--- src/hdl/wh_link_pkg.sv ---
// flit link level definitions
// coordinate and header field widths, routing header and flit link struct

package wh_link_pkg;

  // coordinate widths
  // y is carried but never routed on
  localparam int x_cord_width = 4;
  localparam int y_cord_width = 4;

  // number of flits that follow the header flit
  localparam int len_width = 4;

  // flit width used when the top level is not overridden
  localparam int flit_width_default = 16;

  // routing header
  // cord sits in the low bits so it leaves in flit 0
  typedef struct packed {
    logic [len_width-1:0]    len;
    logic [x_cord_width-1:0] cord;
  } wh_header_s;

  // one direction of a flit link
  // ready runs on its own wire from the receiver
  typedef struct packed {
    logic                          v;
    logic [flit_width_default-1:0] data;
  } wh_flit_link_s;

endpackage
--- src/hdl/wh_node_pkg.sv ---
// packet level definitions
// payload width plus the request and response packet layouts

package wh_node_pkg;

  // width of the counting payload
  localparam int payload_width = 32;

  // request from master to slave
  // hdr ends up in the low bits and is sent first
  typedef struct packed {
    logic [payload_width-1:0]             load;
    logic [wh_link_pkg::y_cord_width-1:0] src_y;
    logic [wh_link_pkg::x_cord_width-1:0] src_x;
    wh_link_pkg::wh_header_s              hdr;
  } wh_req_pkt_s;

  // response from slave back to master
  // same field layout as the request
  typedef struct packed {
    logic [payload_width-1:0]             load;
    logic [wh_link_pkg::y_cord_width-1:0] src_y;
    logic [wh_link_pkg::x_cord_width-1:0] src_x;
    wh_link_pkg::wh_header_s              hdr;
  } wh_resp_pkt_s;

endpackage

--- src/hdl/wh_test_pair_top.sv ---
// master and slave test pair
// forward and reverse flit links, each with a serializer and deserializer

`timescale 1ns/10ps

module wh_test_pair_top #(
  parameter int flit_width_p = wh_link_pkg::flit_width_default
) (
  input  logic                                 mc_clk_i,
  input  logic                                 mc_reset_i,
  input  logic                                 mc_en_i,
  input  logic [wh_link_pkg::x_cord_width-1:0] master_x_i,
  input  logic [wh_link_pkg::y_cord_width-1:0] master_y_i,
  input  logic [wh_link_pkg::x_cord_width-1:0] slave_x_i,
  input  logic [wh_link_pkg::y_cord_width-1:0] slave_y_i,
  input  logic [wh_link_pkg::x_cord_width-1:0] dest_x_i,
  input  logic                                 slave_busy_i,
  output logic                                 error_o,
  output logic [31:0]                          sent_o,
  output logic [31:0]                          received_o
);

  // master to fwd_ser
  logic                      mst_req_valid;
  logic                      mst_req_ready;
  wh_node_pkg::wh_req_pkt_s  mst_req;

  // fwd_des to slave
  logic                      slv_req_valid;
  logic                      slv_req_ready;
  wh_node_pkg::wh_req_pkt_s  slv_req;

  // slave to rev_ser
  logic                      slv_resp_valid;
  logic                      slv_resp_ready;
  wh_node_pkg::wh_resp_pkt_s slv_resp;

  // rev_des to master
  logic                      mst_resp_valid;
  wh_node_pkg::wh_resp_pkt_s mst_resp;

  wh_link_pkg::wh_flit_link_s fwd_link;
  logic                       fwd_link_ready;
  wh_link_pkg::wh_flit_link_s rev_link;
  logic                       rev_link_ready;

  logic master_error;
  logic route_error;

  wh_traffic_master #(
    .flit_width_p(flit_width_p)
  ) i_master (
    .mc_clk_i    (mc_clk_i),
    .mc_reset_i  (mc_reset_i),
    .mc_en_i     (mc_en_i),
    .my_x_i      (master_x_i),
    .my_y_i      (master_y_i),
    .dest_x_i    (dest_x_i),
    .req_valid_o (mst_req_valid),
    .req_o       (mst_req),
    .req_ready_i (mst_req_ready),
    .resp_valid_i(mst_resp_valid),
    .resp_i      (mst_resp),
    .error_o     (master_error),
    .sent_o      (sent_o),
    .received_o  (received_o)
  );

  wh_flit_serializer #(
    .flit_width_p(flit_width_p),
    .pkt_t       (wh_node_pkg::wh_req_pkt_s)
  ) fwd_ser (
    .mc_clk_i    (mc_clk_i),
    .mc_reset_i  (mc_reset_i),
    .pkt_valid_i (mst_req_valid),
    .pkt_i       (mst_req),
    .pkt_ready_o (mst_req_ready),
    .link_o      (fwd_link),
    .link_ready_i(fwd_link_ready)
  );

  wh_flit_deserializer #(
    .flit_width_p(flit_width_p),
    .pkt_t       (wh_node_pkg::wh_req_pkt_s)
  ) fwd_des (
    .mc_clk_i    (mc_clk_i),
    .mc_reset_i  (mc_reset_i),
    .link_i      (fwd_link),
    .link_ready_o(fwd_link_ready),
    .pkt_valid_o (slv_req_valid),
    .pkt_o       (slv_req),
    .pkt_ready_i (slv_req_ready)
  );

  wh_loopback_slave #(
    .flit_width_p(flit_width_p)
  ) i_slave (
    .mc_clk_i     (mc_clk_i),
    .mc_reset_i   (mc_reset_i),
    .my_x_i       (slave_x_i),
    .my_y_i       (slave_y_i),
    .slave_busy_i (slave_busy_i),
    .req_valid_i  (slv_req_valid),
    .req_i        (slv_req),
    .req_ready_o  (slv_req_ready),
    .resp_valid_o (slv_resp_valid),
    .resp_o       (slv_resp),
    .resp_ready_i (slv_resp_ready),
    .route_error_o(route_error)
  );

  wh_flit_serializer #(
    .flit_width_p(flit_width_p),
    .pkt_t       (wh_node_pkg::wh_resp_pkt_s)
  ) rev_ser (
    .mc_clk_i    (mc_clk_i),
    .mc_reset_i  (mc_reset_i),
    .pkt_valid_i (slv_resp_valid),
    .pkt_i       (slv_resp),
    .pkt_ready_o (slv_resp_ready),
    .link_o      (rev_link),
    .link_ready_i(rev_link_ready)
  );

  // master always accepts responses
  wh_flit_deserializer #(
    .flit_width_p(flit_width_p),
    .pkt_t       (wh_node_pkg::wh_resp_pkt_s)
  ) rev_des (
    .mc_clk_i    (mc_clk_i),
    .mc_reset_i  (mc_reset_i),
    .link_i      (rev_link),
    .link_ready_o(rev_link_ready),
    .pkt_valid_o (mst_resp_valid),
    .pkt_o       (mst_resp),
    .pkt_ready_i (1'b1)
  );

  assign error_o = master_error | route_error;

endmodule

--- src/hdl/wh_loopback_slave.sv ---
// loopback slave node
// checks the arrival coordinate and turns each request into a response

`timescale 1ns/10ps

module wh_loopback_slave #(
  parameter int flit_width_p = 16
) (
  input  logic                                 mc_clk_i,
  input  logic                                 mc_reset_i,
  input  logic [wh_link_pkg::x_cord_width-1:0] my_x_i,
  input  logic [wh_link_pkg::y_cord_width-1:0] my_y_i,
  input  logic                                 slave_busy_i,
  input  logic                                 req_valid_i,
  input  wh_node_pkg::wh_req_pkt_s             req_i,
  output logic                                 req_ready_o,
  output logic                                 resp_valid_o,
  output wh_node_pkg::wh_resp_pkt_s            resp_o,
  input  logic                                 resp_ready_i,
  output logic                                 route_error_o
);

  localparam int resp_width_lp = $bits(wh_node_pkg::wh_resp_pkt_s);
  localparam int resp_flits_lp = (resp_width_lp + flit_width_p - 1) / flit_width_p;

  logic req_take;

  // busy holds the request in the deserializer upstream
  assign resp_valid_o = req_valid_i & ~slave_busy_i;
  assign req_ready_o  = resp_ready_i & ~slave_busy_i;
  assign req_take     = req_valid_i & req_ready_o;

  // send it back where it came from
  assign resp_o.hdr.cord = req_i.src_x;
  assign resp_o.hdr.len  = wh_link_pkg::len_width'(resp_flits_lp - 1);
  assign resp_o.src_x    = my_x_i;
  assign resp_o.src_y    = my_y_i;
  assign resp_o.load     = req_i.load;

  always_ff @(posedge mc_clk_i)
  begin
    if (mc_reset_i)
      route_error_o <= 1'b0;
    else if (req_take && (req_i.hdr.cord != my_x_i))
      route_error_o <= 1'b1;
  end

endmodule

--- src/hdl/wh_traffic_master.sv ---
// traffic master node
// counting payload generator, request builder, response checker
// and the sent and received packet counters

`timescale 1ns/10ps

module wh_traffic_master #(
  parameter int flit_width_p = 16
) (
  input  logic                                 mc_clk_i,
  input  logic                                 mc_reset_i,
  input  logic                                 mc_en_i,
  input  logic [wh_link_pkg::x_cord_width-1:0] my_x_i,
  input  logic [wh_link_pkg::y_cord_width-1:0] my_y_i,
  input  logic [wh_link_pkg::x_cord_width-1:0] dest_x_i,
  output logic                                 req_valid_o,
  output wh_node_pkg::wh_req_pkt_s             req_o,
  input  logic                                 req_ready_i,
  input  logic                                 resp_valid_i,
  input  wh_node_pkg::wh_resp_pkt_s            resp_i,
  output logic                                 error_o,
  output logic [31:0]                          sent_o,
  output logic [31:0]                          received_o
);

  localparam int req_width_lp = $bits(wh_node_pkg::wh_req_pkt_s);
  localparam int req_flits_lp = (req_width_lp + flit_width_p - 1) / flit_width_p;

  logic [wh_node_pkg::payload_width-1:0] send_gen_r;
  logic [wh_node_pkg::payload_width-1:0] check_gen_r;
  logic                                  req_xfer;
  logic                                  resp_xfer;
  logic                                  load_bad;
  logic                                  cord_bad;

  // response ready is tied high at the top, so valid alone is a transfer
  assign req_valid_o = mc_en_i;
  assign req_xfer    = req_valid_o & req_ready_i;
  assign resp_xfer   = resp_valid_i;

  assign req_o.hdr.cord = dest_x_i;
  assign req_o.hdr.len  = wh_link_pkg::len_width'(req_flits_lp - 1);
  assign req_o.src_x    = my_x_i;
  assign req_o.src_y    = my_y_i;
  assign req_o.load     = send_gen_r;

  // responses come back in send order, so a second counter predicts them
  assign load_bad = (resp_i.load != check_gen_r);
  assign cord_bad = (resp_i.hdr.cord != my_x_i);

  always_ff @(posedge mc_clk_i)
  begin
    if (mc_reset_i)
    begin
      send_gen_r  <= '0;
      check_gen_r <= '0;
      sent_o      <= '0;
      received_o  <= '0;
      error_o     <= 1'b0;
    end
    else
    begin
      if (req_xfer)
      begin
        send_gen_r <= send_gen_r + 1'b1;
        sent_o     <= sent_o + 1'b1;
      end
      if (resp_xfer)
      begin
        check_gen_r <= check_gen_r + 1'b1;
        received_o  <= received_o + 1'b1;
        // sticky until reset
        if (load_bad || cord_bad)
          error_o <= 1'b1;
      end
    end
  end

endmodule

--- src/hdl/wh_flit_deserializer.sv ---
// flit to packet deserializer
// collects flits into an assembly register, then offers the whole packet

`timescale 1ns/10ps

module wh_flit_deserializer #(
  parameter int flit_width_p = 16,
  parameter type pkt_t = logic [31:0]
) (
  input  logic                       mc_clk_i,
  input  logic                       mc_reset_i,
  input  wh_link_pkg::wh_flit_link_s link_i,
  output logic                       link_ready_o,
  output logic                       pkt_valid_o,
  output pkt_t                       pkt_o,
  input  logic                       pkt_ready_i
);

  localparam int pkt_width_lp = $bits(pkt_t);
  localparam int num_flits_lp = (pkt_width_lp + flit_width_p - 1) / flit_width_p;
  localparam int buf_width_lp = num_flits_lp * flit_width_p;
  localparam int cnt_width_lp = (num_flits_lp > 1) ? $clog2(num_flits_lp) : 1;

  typedef logic [flit_width_p-1:0] flit_t;

  logic [buf_width_lp-1:0] asm_r;
  logic [cnt_width_lp-1:0] flit_cnt_r;
  logic                    full_r;
  logic                    flit_xfer;
  logic                    pkt_xfer;
  logic                    last_flit;
  flit_t                   flit;

  assign flit         = flit_t'(link_i.data);
  assign link_ready_o = ~full_r;
  assign flit_xfer    = link_i.v & link_ready_o;
  assign pkt_xfer     = pkt_valid_o & pkt_ready_i;
  assign last_flit    = (flit_cnt_r == cnt_width_lp'(num_flits_lp - 1));

  assign pkt_valid_o = full_r;
  // padding bits of the last flit are dropped here
  assign pkt_o       = pkt_t'(asm_r[pkt_width_lp-1:0]);

  always_ff @(posedge mc_clk_i)
  begin
    if (mc_reset_i)
    begin
      full_r     <= 1'b0;
      flit_cnt_r <= '0;
    end
    else if (flit_xfer)
    begin
      if (last_flit)
      begin
        full_r     <= 1'b1;
        flit_cnt_r <= '0;
      end
      else
        flit_cnt_r <= flit_cnt_r + 1'b1;
    end
    else if (pkt_xfer)
      full_r <= 1'b0;
  end

  // each flit lands in the slot given by the counter
  always_ff @(posedge mc_clk_i)
  begin
    if (flit_xfer)
      asm_r[flit_cnt_r*flit_width_p +: flit_width_p] <= flit;
  end

endmodule

--- src/hdl/wh_flit_serializer.sv ---
// packet to flit serializer
// holds one packet in a shift register and sends it lowest flit first

`timescale 1ns/10ps

module wh_flit_serializer #(
  parameter int flit_width_p = 16,
  parameter type pkt_t = logic [31:0]
) (
  input  logic                       mc_clk_i,
  input  logic                       mc_reset_i,
  input  logic                       pkt_valid_i,
  input  pkt_t                       pkt_i,
  output logic                       pkt_ready_o,
  output wh_link_pkg::wh_flit_link_s link_o,
  input  logic                       link_ready_i
);

  localparam int pkt_width_lp = $bits(pkt_t);
  localparam int num_flits_lp = (pkt_width_lp + flit_width_p - 1) / flit_width_p;
  localparam int buf_width_lp = num_flits_lp * flit_width_p;
  localparam int cnt_width_lp = (num_flits_lp > 1) ? $clog2(num_flits_lp) : 1;

  typedef logic [buf_width_lp-1:0] buf_t;
  typedef logic [wh_link_pkg::flit_width_default-1:0] link_data_t;

  buf_t                    shift_r;
  logic [cnt_width_lp-1:0] flit_cnt_r;
  logic                    busy_r;
  logic                    pkt_xfer;
  logic                    flit_xfer;
  logic                    last_flit;

  assign pkt_ready_o = ~busy_r;
  assign pkt_xfer    = pkt_valid_i & pkt_ready_o;
  assign flit_xfer   = link_o.v & link_ready_i;
  assign last_flit   = (flit_cnt_r == cnt_width_lp'(num_flits_lp - 1));

  // flit 0 is always the low slice of the register
  assign link_o.v    = busy_r;
  assign link_o.data = link_data_t'(shift_r[flit_width_p-1:0]);

  always_ff @(posedge mc_clk_i)
  begin
    if (mc_reset_i)
    begin
      busy_r     <= 1'b0;
      flit_cnt_r <= '0;
    end
    else if (pkt_xfer)
    begin
      busy_r     <= 1'b1;
      flit_cnt_r <= '0;
    end
    else if (flit_xfer)
    begin
      // free again once the last flit is gone
      if (last_flit)
        busy_r <= 1'b0;
      flit_cnt_r <= flit_cnt_r + 1'b1;
    end
  end

  // payload path
  always_ff @(posedge mc_clk_i)
  begin
    if (pkt_xfer)
      shift_r <= buf_t'(pkt_i);
    else if (flit_xfer)
      shift_r <= shift_r >> flit_width_p;
  end

endmodule

--- config.mk ---
export PLATFORM = sky130hd
export DESIGN_NAME = wh_test_pair_top
export DESIGN_NICKNAME = d
export VERILOG_FILES = /design/src/hdl/wh_link_pkg.sv /design/src/hdl/wh_node_pkg.sv /design/src/hdl/wh_test_pair_top.sv /design/src/hdl/wh_loopback_slave.sv /design/src/hdl/wh_traffic_master.sv /design/src/hdl/wh_flit_deserializer.sv /design/src/hdl/wh_flit_serializer.sv
export SDC_FILE = /design/constraint.sdc
export NUM_CORES = 1
export LEC_CHECK = 0
export BUFFER_PORTS_ARGS = -buffer_cell sky130_fd_sc_hd__buf_2
export CORE_ASPECT_RATIO = 1.2
export CORE_MARGIN = 4
export CORE_UTILIZATION = 65
export DETAILED_ROUTE_END_ITERATION = 8
export PLACE_DENSITY = 0.85
export SYNTH_ARGS = -nofsm -noshare
export SYNTH_HDL_FRONTEND = slang
export SYNTH_SLANG_ARGS = --single-unit
--- constraint.sdc ---
create_clock -name mc_clk_i -period 4.8 [get_ports mc_clk_i]
set_input_delay 0.24 -clock mc_clk_i [delete_from_list [all_inputs] [get_ports mc_clk_i]]
set_output_delay 0.24 -clock mc_clk_i [all_outputs]
set_load 0.03 [all_outputs]
==> results of run 1 <==
==> cell type report <==
| type | count | area [um2] |
|---|---|---|
| sequential | 314 | 7930 |
| multi-input combinational | 829 | 5360 |
| fill | 1352 | 5140 |
| clock buffer | 35 | 801 |
| timing repair buffer | 99 | 533 |
| tap | 265 | 332 |
| clock inverter | 21 | 285 |
| inverter | 23 | 86.3 |
| antenna | 2 | 5.00 |
==> critical path: stages, from the launching register on <==
cell and delay [ns]:
dfxtp_1 0.43, and4_1 0.30, nand4_1 0.83, or4_1 0.80, a21oi_1 0.16
==> logic make-up after synthesis <==
family / Yosys count
AND/OR/NAND/NOR: 490
flip-flops: 314
AO/OA/AOI/OAI: 228
buffers and inverters: 93
XOR/XNOR: 85
adder cells (fa/ha/maj): 17
multiplexers: 9
==> where the power goes <==
group          leakage, nW  switching (W)  internal [W]
combinational         1.94       0.000123     0.0000680
sequential            2.80      0.0000425       0.00290
clock                0.530       0.000993       0.00157
==> through the flow <==
stage	utilization (%)	instances	total power, W	instance area [um2]
3_5_place_dp	69.4	1527	0.00319	14200
3_3_place_gp	69.4	1527	0.00318	14200
2_1_floorplan	-	1236	0.00312	13600
4_1_cts	74.9	1586	0.00573	15300
5_1_grt	74.9	1587	0.00588	15300
6_report	74.9	1588	0.00570	15300
==> worst paths after layout <==
| kind | end | cells past startpoint |
|---|---|---|
| setup / recovery | i_master.sent_o[26]$_SDFFE_PP0P_ | 4 |
| hold / removal | fwd_ser.shift_r[1]$_DFFE_PP_ | 2 |
| setup reg to reg | i_master.sent_o[26]$_SDFFE_PP0P_ | 4 |
| hold reg to reg | rev_ser.shift_r[5]$_SDFFE_PP1P_ | 2 |
==> flip-flops by register name, summed over array words and instances, names as in the netlist, 32 cells and up <==
signal,count
rev_des.pkt_o,36
i_master.send_gen_r,32
i_master.sent_o,32
i_master.received_o,32
i_master.check_gen_r,32
rev_ser.shift_r,48
fwd_des.pkt_o,40
fwd_ser.shift_r,48
==> placed cells by master (no fill, tap or decap), drive strengths merged, types with 12 or more instances in the layout <==
master,n
nor3,14
nand2,55
nor2,86
or4,54
nand2b,12
and2,94
dfxtp,150
buf,96
clkbuf,35
and3,12
o21ai,32
clkinv,12
xnor2,57
nand4,50
xor2,28
or3,28
nand3,40
o31ai,49
a21oi,83
a22o,59
ha,17
edfxtp,164
and4,16
inv,23
==> metal layers <==
metal / vias up / track usage, % / routed length, um
met2: 225 / 44.5 / 15500
li1: 4708 / - / -
met5: - / 0 / 0
met1: 4711 / 26.9 / 10900
met4: 0 / 9.48 / 1020
met3: 81 / 2.87 / 1030
==> cells in the mapped netlist (23+ instances only) <==
cell      count
o31ai_1      49
xor2_1       28
or4_1        54
edfxtp_1    164
nand3_1      39
o21ai_0      32
nand4_1      49
dfxtp_1     150
a22o_1       59
a21oi_1      83
nand2_1      55
xnor2_1      57
and2_1       94
or3_1        26
clkbuf_1     54
inv_1        23
nor2_1       86
==> timing repair <==
item / 4_1_cts / 5_1_grt
resized for setup: 0 / 0
hold buffers: 3 / 0
hold endpoints to repair: 3 / 0
==> flow_summary_export.csv, run 1 <==
group,metric,value,unit
run_status,status,"complete, no violations",
cts,numCtsBuffers,31,
sta,fmax,385,MHz
critical_path,cp_data_arrival_time,3.07,ns
routing,ant_nets,0,
power,power.density,372,mW/mm2
synthesis,synth-adder-area-share,1.56,%
synthesis,synth_edf_count,164,
sta,period_needed,2.60,ns
routing,drtPass1Iterations,6,
global_routing,grt-ovfl-total,0,
min_path,hp-class,"primary input to flop",
placement,io_buffers,88,
synthesis,synthesis.area,0.0136,mm2
routing,wl_per_cell,17.9,um
floorplanning,die_h,167,um
run,drv_cap,0,
critical_path,startpoint_type,"flop",
synthesis,syn_inst,1236,
routing,vias,9725,
global_routing,grt_pass1_vias,9645,
critical_path,cp-startpoint,"i_master.sent_o[5]$_SDFFE_PP0P_",
synthesis,synth-seq-cells,314,
power,vdd_drop_max,0.347,mV
global_routing,antenna_found_initial,1,
routing,drc_errors,0,
floorplanning,fp.dieW,140,um
sta,rsz0062_at_grt,"no",
global_routing,grt_start_max_net_pins,76,
critical_path,worstSetupEndpointType,"flop",
power,leakagePower,5.26,nW
cts,clock_latency,0.55,ns
synthesis,synth_fp_nets,1277,
routing,vias_per_cell,6.12,
floorplanning,initial_utilization,66.6,%
sta,whs,0.0219,ns
synthesis,synth_compound_area_share,11.0,%
floorplanning,die_area,0.0234,mm2
sta,tightest_slew,1.04,ns
sta,final_hold_viol_count,0,
global_routing,grt_pass1_wl,46200,um
sta,period_share,54.1,%
routing,routed_wl,28500,um
critical_path,reg2reg_slack,2.20,ns
global_routing,track_usage,23.6,%
critical_path,r2r_start,"i_master.sent_o[5]$_SDFFE_PP0P_",
synthesis,avgSynthCellArea,11.0,um2
critical_path,crit_fanout,30,
sta,final.setup_skew,0.0219,ns
synthesis,yosysUniqueCellTypes,45,
cts,post_cts_buffers,0,
synthesis,muxShareOfSynthArea,0.707,%
synthesis,synth_area_leader_cell,"edfxtp_1",
placement,dpl.hpwl,19300,um
cts,cts.sinks,314,
synthesis,synth-async-reset-ratio,0,%
layout,nets,1339,
sta,fin_ws,2.20,ns
sta,slew_headroom,30.3,%
synthesis,ys_warn_count,0,
critical_path,worstPathRequired,5.28,ns
routing,drtIter0Drc,596,
layout,area_growth,12.5,%
cts,path_clk_slew,0.06,ns
sta,setup_viol_count_final,0,
synthesis,yosys.area_share.simple,20.4,%
floorplanning,core,0.0205,mm2
placement,gp_congestion,0.828,
min_path,min_from,"dest_x_i[1]",
synthesis,synth.top_cells.by_area,"edfxtp_1 36%, dfxtp_1 22%, and2_1 4.3%, a22o_1 3.8%, xnor2_1 3.7%",
sta,final-max-slew-violation-count,0,
cts,cts_tree,"yes",
sta,setup_tns,0,ns
critical_path,criticalPathCategory,"flop to flop",
cts,ctsRootBufferMaster,"clkbuf_16",
synthesis,synth_ff_type,"edfxtp_1",
synthesis,ys_seq_area_share,58.2,%
placement,dp_slack,2.25,ns
cts,clk_path_buf_depth,3,
cts,htree_levels,1,
floorplanning,pin_count,89,
synthesis,synth_top_area_share,36.1,%
floorplanning,rows,57,
layout,drive_above_1_share,12.3,%
synthesis,synth_top_family_by_area,"simple AND/OR/NAND/NOR gates",
synthesis,synthXorXnorAreaFrac,5.46,%
(Power assumes the default switching activity.)
==> inputs of run 2 (changes only) <==
- CORE_UTILIZATION: 65 -> 60
- PLACE_DENSITY: 0.85 -> 0.79
- clock period: 4.8 -> 2.4 ns (I/O delays scaled with it)
==> flow_summary_export.csv, run 2 (synthesis gave the netlist of run 1 again) <==
group,metric,value,unit
floorplanning,fp.dieW,146,um
routing,drtPass1Iterations,5,
critical_path,worst_path_largest_cell_delay,0.83,ns
routing,ant_nets,0,
cts,ctsRootBufferMaster,"clkbuf_16",
placement,gp_congestion,0.891,
floorplanning,die_h,173,um
power,total_power,0.0109,W
floorplanning,die_area,0.0252,mm2
sta,final_hold_viol_count,0,
sta,final-max-slew-violation-count,0,
layout,final-instance-count-excl-fill,1641,
global_routing,grt-ovfl-total,0,
critical_path,cp_data_arrival_time,2.70,ns
routing,wl_per_cell,17.1,um
run,drv_cap,0,
layout,antenna_cells,0,
global_routing,grt_start_max_net_pins,65,
critical_path,crit_fanout,18,
routing,vias_per_cell,5.93,
cts,cts_tree,"yes",
layout,nets,1378,
sta,rsz0062_at_grt,"no",
power,power.density,697,mW/mm2
global_routing,track_usage,21.8,%
cts,htree_levels,1,
critical_path,criticalPathCategory,"flop to flop",
sta,period_needed,2.22,ns
sta,final.setup_skew,0.0151,ns
cts,clock_latency,0.56,ns
layout,drive_above_1_share,12.8,%
critical_path,crit_chain,"nand3_2, or4_1, or4_1, a21oi_1",
placement,place_area,0.0144,mm2
routing,routed_wl,28100,um
layout,final_cell_area,0.0156,mm2
placement,dpl.hpwl,19000,um
floorplanning,initial_utilization,60.9,%
sta,fmax,451,MHz
routing,drc_errors,0,
min_path,hp-class,"primary input to flop",
floorplanning,core,0.0224,mm2
layout,area_growth,14.3,%
global_routing,antenna_found_initial,0,
critical_path,startpoint_type,"flop",
power,vdd_drop_max,0.649,mV
placement,io_buffers,88,
sta,slew_headroom,33.1,%
critical_path,worstSetupEndpointType,"flop",
sta,period_share,92.4,%
critical_path,slowest_stage,"or4_1",
layout,layout_commonest_cell,"edfxtp_1",
cts,clk_path_buf_depth,3,
floorplanning,rows,60,
power,leakagePower,5.38,nW
cts,path_clk_slew,0.06,ns
cts,cts.sinks,314,
sta,tightest_slew,0.996,ns
placement,dp.cells,1561,
routing,drtIter0Drc,523,
cts,numCtsBuffers,31,
sta,setup_viol_count_final,0,
global_routing,grt_pass1_wl,46300,um
critical_path,worstPathRequired,2.88,ns
sta,setup_tns,0,ns
routing,vias,9738,
run_status,status,"complete, no violations",
cts,post_cts_buffers,0,
global_routing,grt_pass1_vias,9395,
layout,final_cell_mix,"164 x edfxtp_1, 150 x dfxtp_1, 94 x and2_1, 87 x buf_2, 86 x nor2_1",
floorplanning,pin_count,89,
critical_path,crit_path_frequent_cell,"or4_1",
==> run 2: cell count changes in the layout (fill, tap and decap cells not counted), moves of 2 or more <==
| cell | before | now |
|---|---|---|
| buf_12 | 0 | 3 |
| buf_4 | 9 | 26 |
| bufinv_16 | 7 | 2 |
| clkbuf_1 | 3 | 7 |
| clkinv_1 | 4 | 10 |
| diode_2 | 2 | 0 |
| dlygate4sd3_1 | 3 | 22 |
==> run 2: final cells by class <==
class	count	area [um2]
repair buffers	138	911
multi-input cells	829	5360
clock inverters	20	151
fillers	1662	6790
well taps	279	349
flip-flops and latches	314	7930
clock buffers	38	802
inverters	23	86.3
==> run 2: path summary, 6_finish.rpt <==
path,startpoint,end,slack (ns),depth (start not counted)
worst min register to register,rev_ser.shift_r[23]$_DFFE_PP_,rev_ser.shift_r[7]$_SDFFE_PP0P_,0.45,2
worst min-delay path,mc_reset_i,i_master.sent_o[1]$_SDFFE_PP0P_,0.10,2
worst max-delay path,i_master.received_o[6]$_SDFFE_PP0P_,i_master.received_o[31]$_SDFFE_PP0P_,0.18,4
worst max register to register,i_master.received_o[6]$_SDFFE_PP0P_,i_master.received_o[31]$_SDFFE_PP0P_,0.18,4
==> run 2: critical path, delay by kind of cell (launching register included) <==
| kind | cells | cell delay, ns |
|---|---|---|
| simple gates | 3 | 1.58 |
| flops | 1 | 0.42 |
| compound gates | 1 | 0.15 |
==> run 2: what timing repair did <==
action | in CTS | in global routing
hold buffers | 22 | 0
gates resized for setup | 0 | 0
endpoints found under the hold margin | 23 | 0
==> run 2: where the power goes <==
part,switching (W),leakage [nW],internal (W)
Sequential,0.0000778,2.80,0.00580
Combinational,0.000256,2.12,0.000173
Clock,0.00197,0.461,0.00258
==> run 2: per-layer routing <==
metal | routed length, um | global-route usage (%)
met1 | 10900 | 25.0
met2 | 15000 | 40.3
met3 | 1030 | 3.07
met4 | 1150 | 9.82
met5 | 0 | 0
==> run 2: metrics by stage <==
step / setup WS [ns] / hold slack, ns / util [%]
floorplan: 0.173 / 0.292 / -
global placement: 0.277 / 0.415 / 64.4
detailed placement: 0.260 / 0.415 / 64.4
CTS: 0.204 / 0.0874 / 69.7
global route: 0.0570 / 0.130 / 69.7
finish: 0.183 / 0.103 / 69.7
==> inputs of run 3 (changes only) <==
- CORE_UTILIZATION: 60 -> 55
- MAX_ROUTING_LAYER: unset -> met4
- PLACE_DENSITY: 0.79 -> 0.76
- RECOVER_POWER: unset -> 50
- clock period: 2.4 -> 1.9 ns (I/O delays scaled with it)
==> flow_summary_export.csv, run 3 (synthesis gave the netlist of run 1 again) <==
group,metric,value,unit
sta,tightest_slew,0.630,ns
run_status,status,"complete, no violations",
routing,drc_errors,0,
cts,numCtsBuffers,34,
cts,clk_path_buf_depth,3,
layout,final_core_util,68.0,%
global_routing,track_usage,22.4,%
critical_path,worstSetupEndpointType,"flop",
power,power.density,875,mW/mm2
power,leakagePower,5.57,nW
sta,final-max-slew-violation-count,0,
critical_path,startpoint_type,"flop",
global_routing,grt_pass1_vias,9929,
critical_path,reg2reg_slack,0.06,ns
cts,clock_latency,0.50,ns
sta,period_share,96.6,%
sta,final.setup_skew,0.0198,ns
cts,cts_tree,"yes",
critical_path,worstPathRequired,2.33,ns
placement,dp.cells,1686,
global_routing,grt-ovfl-total,0,
placement,dpl.hpwl,20100,um
critical_path,crit_family,"simple AND/OR/NAND/NOR gates",
critical_path,crit_chain,"nand3_4, or4_4, or4_1, a21oi_2",
routing,vias_per_cell,5.70,
sta,final_hold_viol_count,0,
critical_path,crit_fanout,12,
power,vdd_drop_max,0.677,mV
global_routing,grt_pass1_wl,49000,um
floorplanning,pin_count,89,
layout,nets,1470,
routing,drtIter0Drc,522,
layout,layout_commonest_cell,"edfxtp_1",
routing,routed_wl,29600,um
routing,drtPass1Iterations,4,
layout,area_growth,20.8,%
sta,fmax,545,MHz
layout,antenna_cells,0,
floorplanning,die_area,0.0274,mm2
sta,whs,0.0766,ns
critical_path,worst_path_largest_cell_delay,0.63,ns
cts,cts.sinks,314,
sta,setup_tns,0,ns
floorplanning,core,0.0242,mm2
critical_path,criticalPathCategory,"flop to flop",
routing,ant_nets,0,
placement,io_buffers,88,
layout,final-instance-count-excl-fill,1772,
global_routing,grt_start_max_net_pins,56,
routing,vias,10100,
critical_path,slowest_stage,"or4_4",
layout,final_cell_mix,"164 x edfxtp_1, 124 x dfxtp_1, 95 x buf_4, 87 x clkbuf_1, 85 x nor2_1",
min_path,hp-class,"primary input to flop",
global_routing,antenna_found_initial,0,
floorplanning,fp.dieW,152,um
placement,gp_congestion,0.884,
critical_path,cp_data_arrival_time,2.27,ns
power,total_power,0.0144,W
floorplanning,rows,62,
routing,wl_per_cell,16.7,um
floorplanning,initial_utilization,56.3,%
critical_path,critPathBufInv,0,
cts,ctsRootBufferMaster,"clkbuf_16",
floorplanning,die_h,180,um
layout,fillers,1841,
sta,slew_headroom,57.8,%
layout,drive_above_1_share,16.3,%
cts,htree_levels,2,
sta,period_needed,1.84,ns
run,drv_cap,0,
cts,path_clk_slew,0.06,ns
sta,setup_viol_count_final,0,
[run 3: cell types whose count changed in the layout (fill, tap and decap cells not counted), sizes merged]
cell         change
buf              +7
clkinv           -9
clkbuf          +92
bufinv           +1
dlygate4sd3      -1
[run 3: what timing repair did]
| item | in CTS | in global routing |
|---|---|---|
| cloned | 0 | 0 |
| pin swaps | 2 | 10 |
| gates resized for setup | 9 | 21 |
| hold buffers | 21 | 0 |
| setup endpoints to repair | 29 | 42 |
| hold endpoints to repair | 21 | 0 |
| setup buffers | 3 | 5 |
[run 3: metal layers]
layer / GRT usage [%] / share of wire, % / vias to the layer above
met5: - / 0 / -
met4: 7.48 / 3.3 / 0
met3: 3.14 / 3.3 / 70
met2: 40.0 / 54 / 199
met1: 25.5 / 40 / 4879
li1: - / - / 4961
[run 3: worst register-to-register path: cells and delay by family, from the launching register on]
kind / cells / cell delay (ns)
compound gates: 1 / 0.13
flops: 1 / 0.37
simple gates: 3 / 1.29
[run 3: layout make-up]
cell class / count / area [um2] / share of cell area (%)
Inverter: 23 / 90.1 / 0.547
Sequential cell: 314 / 8000 / 48.5
Tap cell: 320 / 400 / 2.43
Timing Repair Buffer: 227 / 1480 / 8.97
Clock inverter: 12 / 144 / 0.874
Multi-Input combinational cell: 829 / 5420 / 32.9
Clock buffer: 47 / 941 / 5.71
[run 3: where the power goes]
part | leakage (nW) | internal (W) | switching (W) | total, W
combinational | 2.22 | 0.000236 | 0.000335 | 0.000571
sequential | 2.82 | 0.00731 | 0.000105 | 0.00742
clock | 0.530 | 0.00388 | 0.00255 | 0.00643
[run 3: stage by stage]
stage	cell area, um2	setup slack (ns)
6_report	16500	0.0647
5_1_grt	16500	-0.00857
4_1_cts	16600	0.00742
3_5_place_dp	15200	-0.0532
3_3_place_gp	15200	0.0116
2_1_floorplan	13700	-0.0204
[run 3: worst paths after layout]
check | startpoint | cells past startpoint | endpoint
hold reg to reg | fwd_ser.shift_r[21]$_DFFE_PP_ | 2 | fwd_ser.shift_r[5]$_SDFFE_PP1P_
setup reg to reg | i_master.received_o[8]$_SDFFE_PP0P_ | 4 | i_master.received_o[31]$_SDFFE_PP0P_
setup / recovery | i_master.received_o[8]$_SDFFE_PP0P_ | 4 | i_master.received_o[31]$_SDFFE_PP0P_
hold / removal | mc_reset_i | 2 | i_master.send_gen_r[12]$_SDFFE_PP0P_
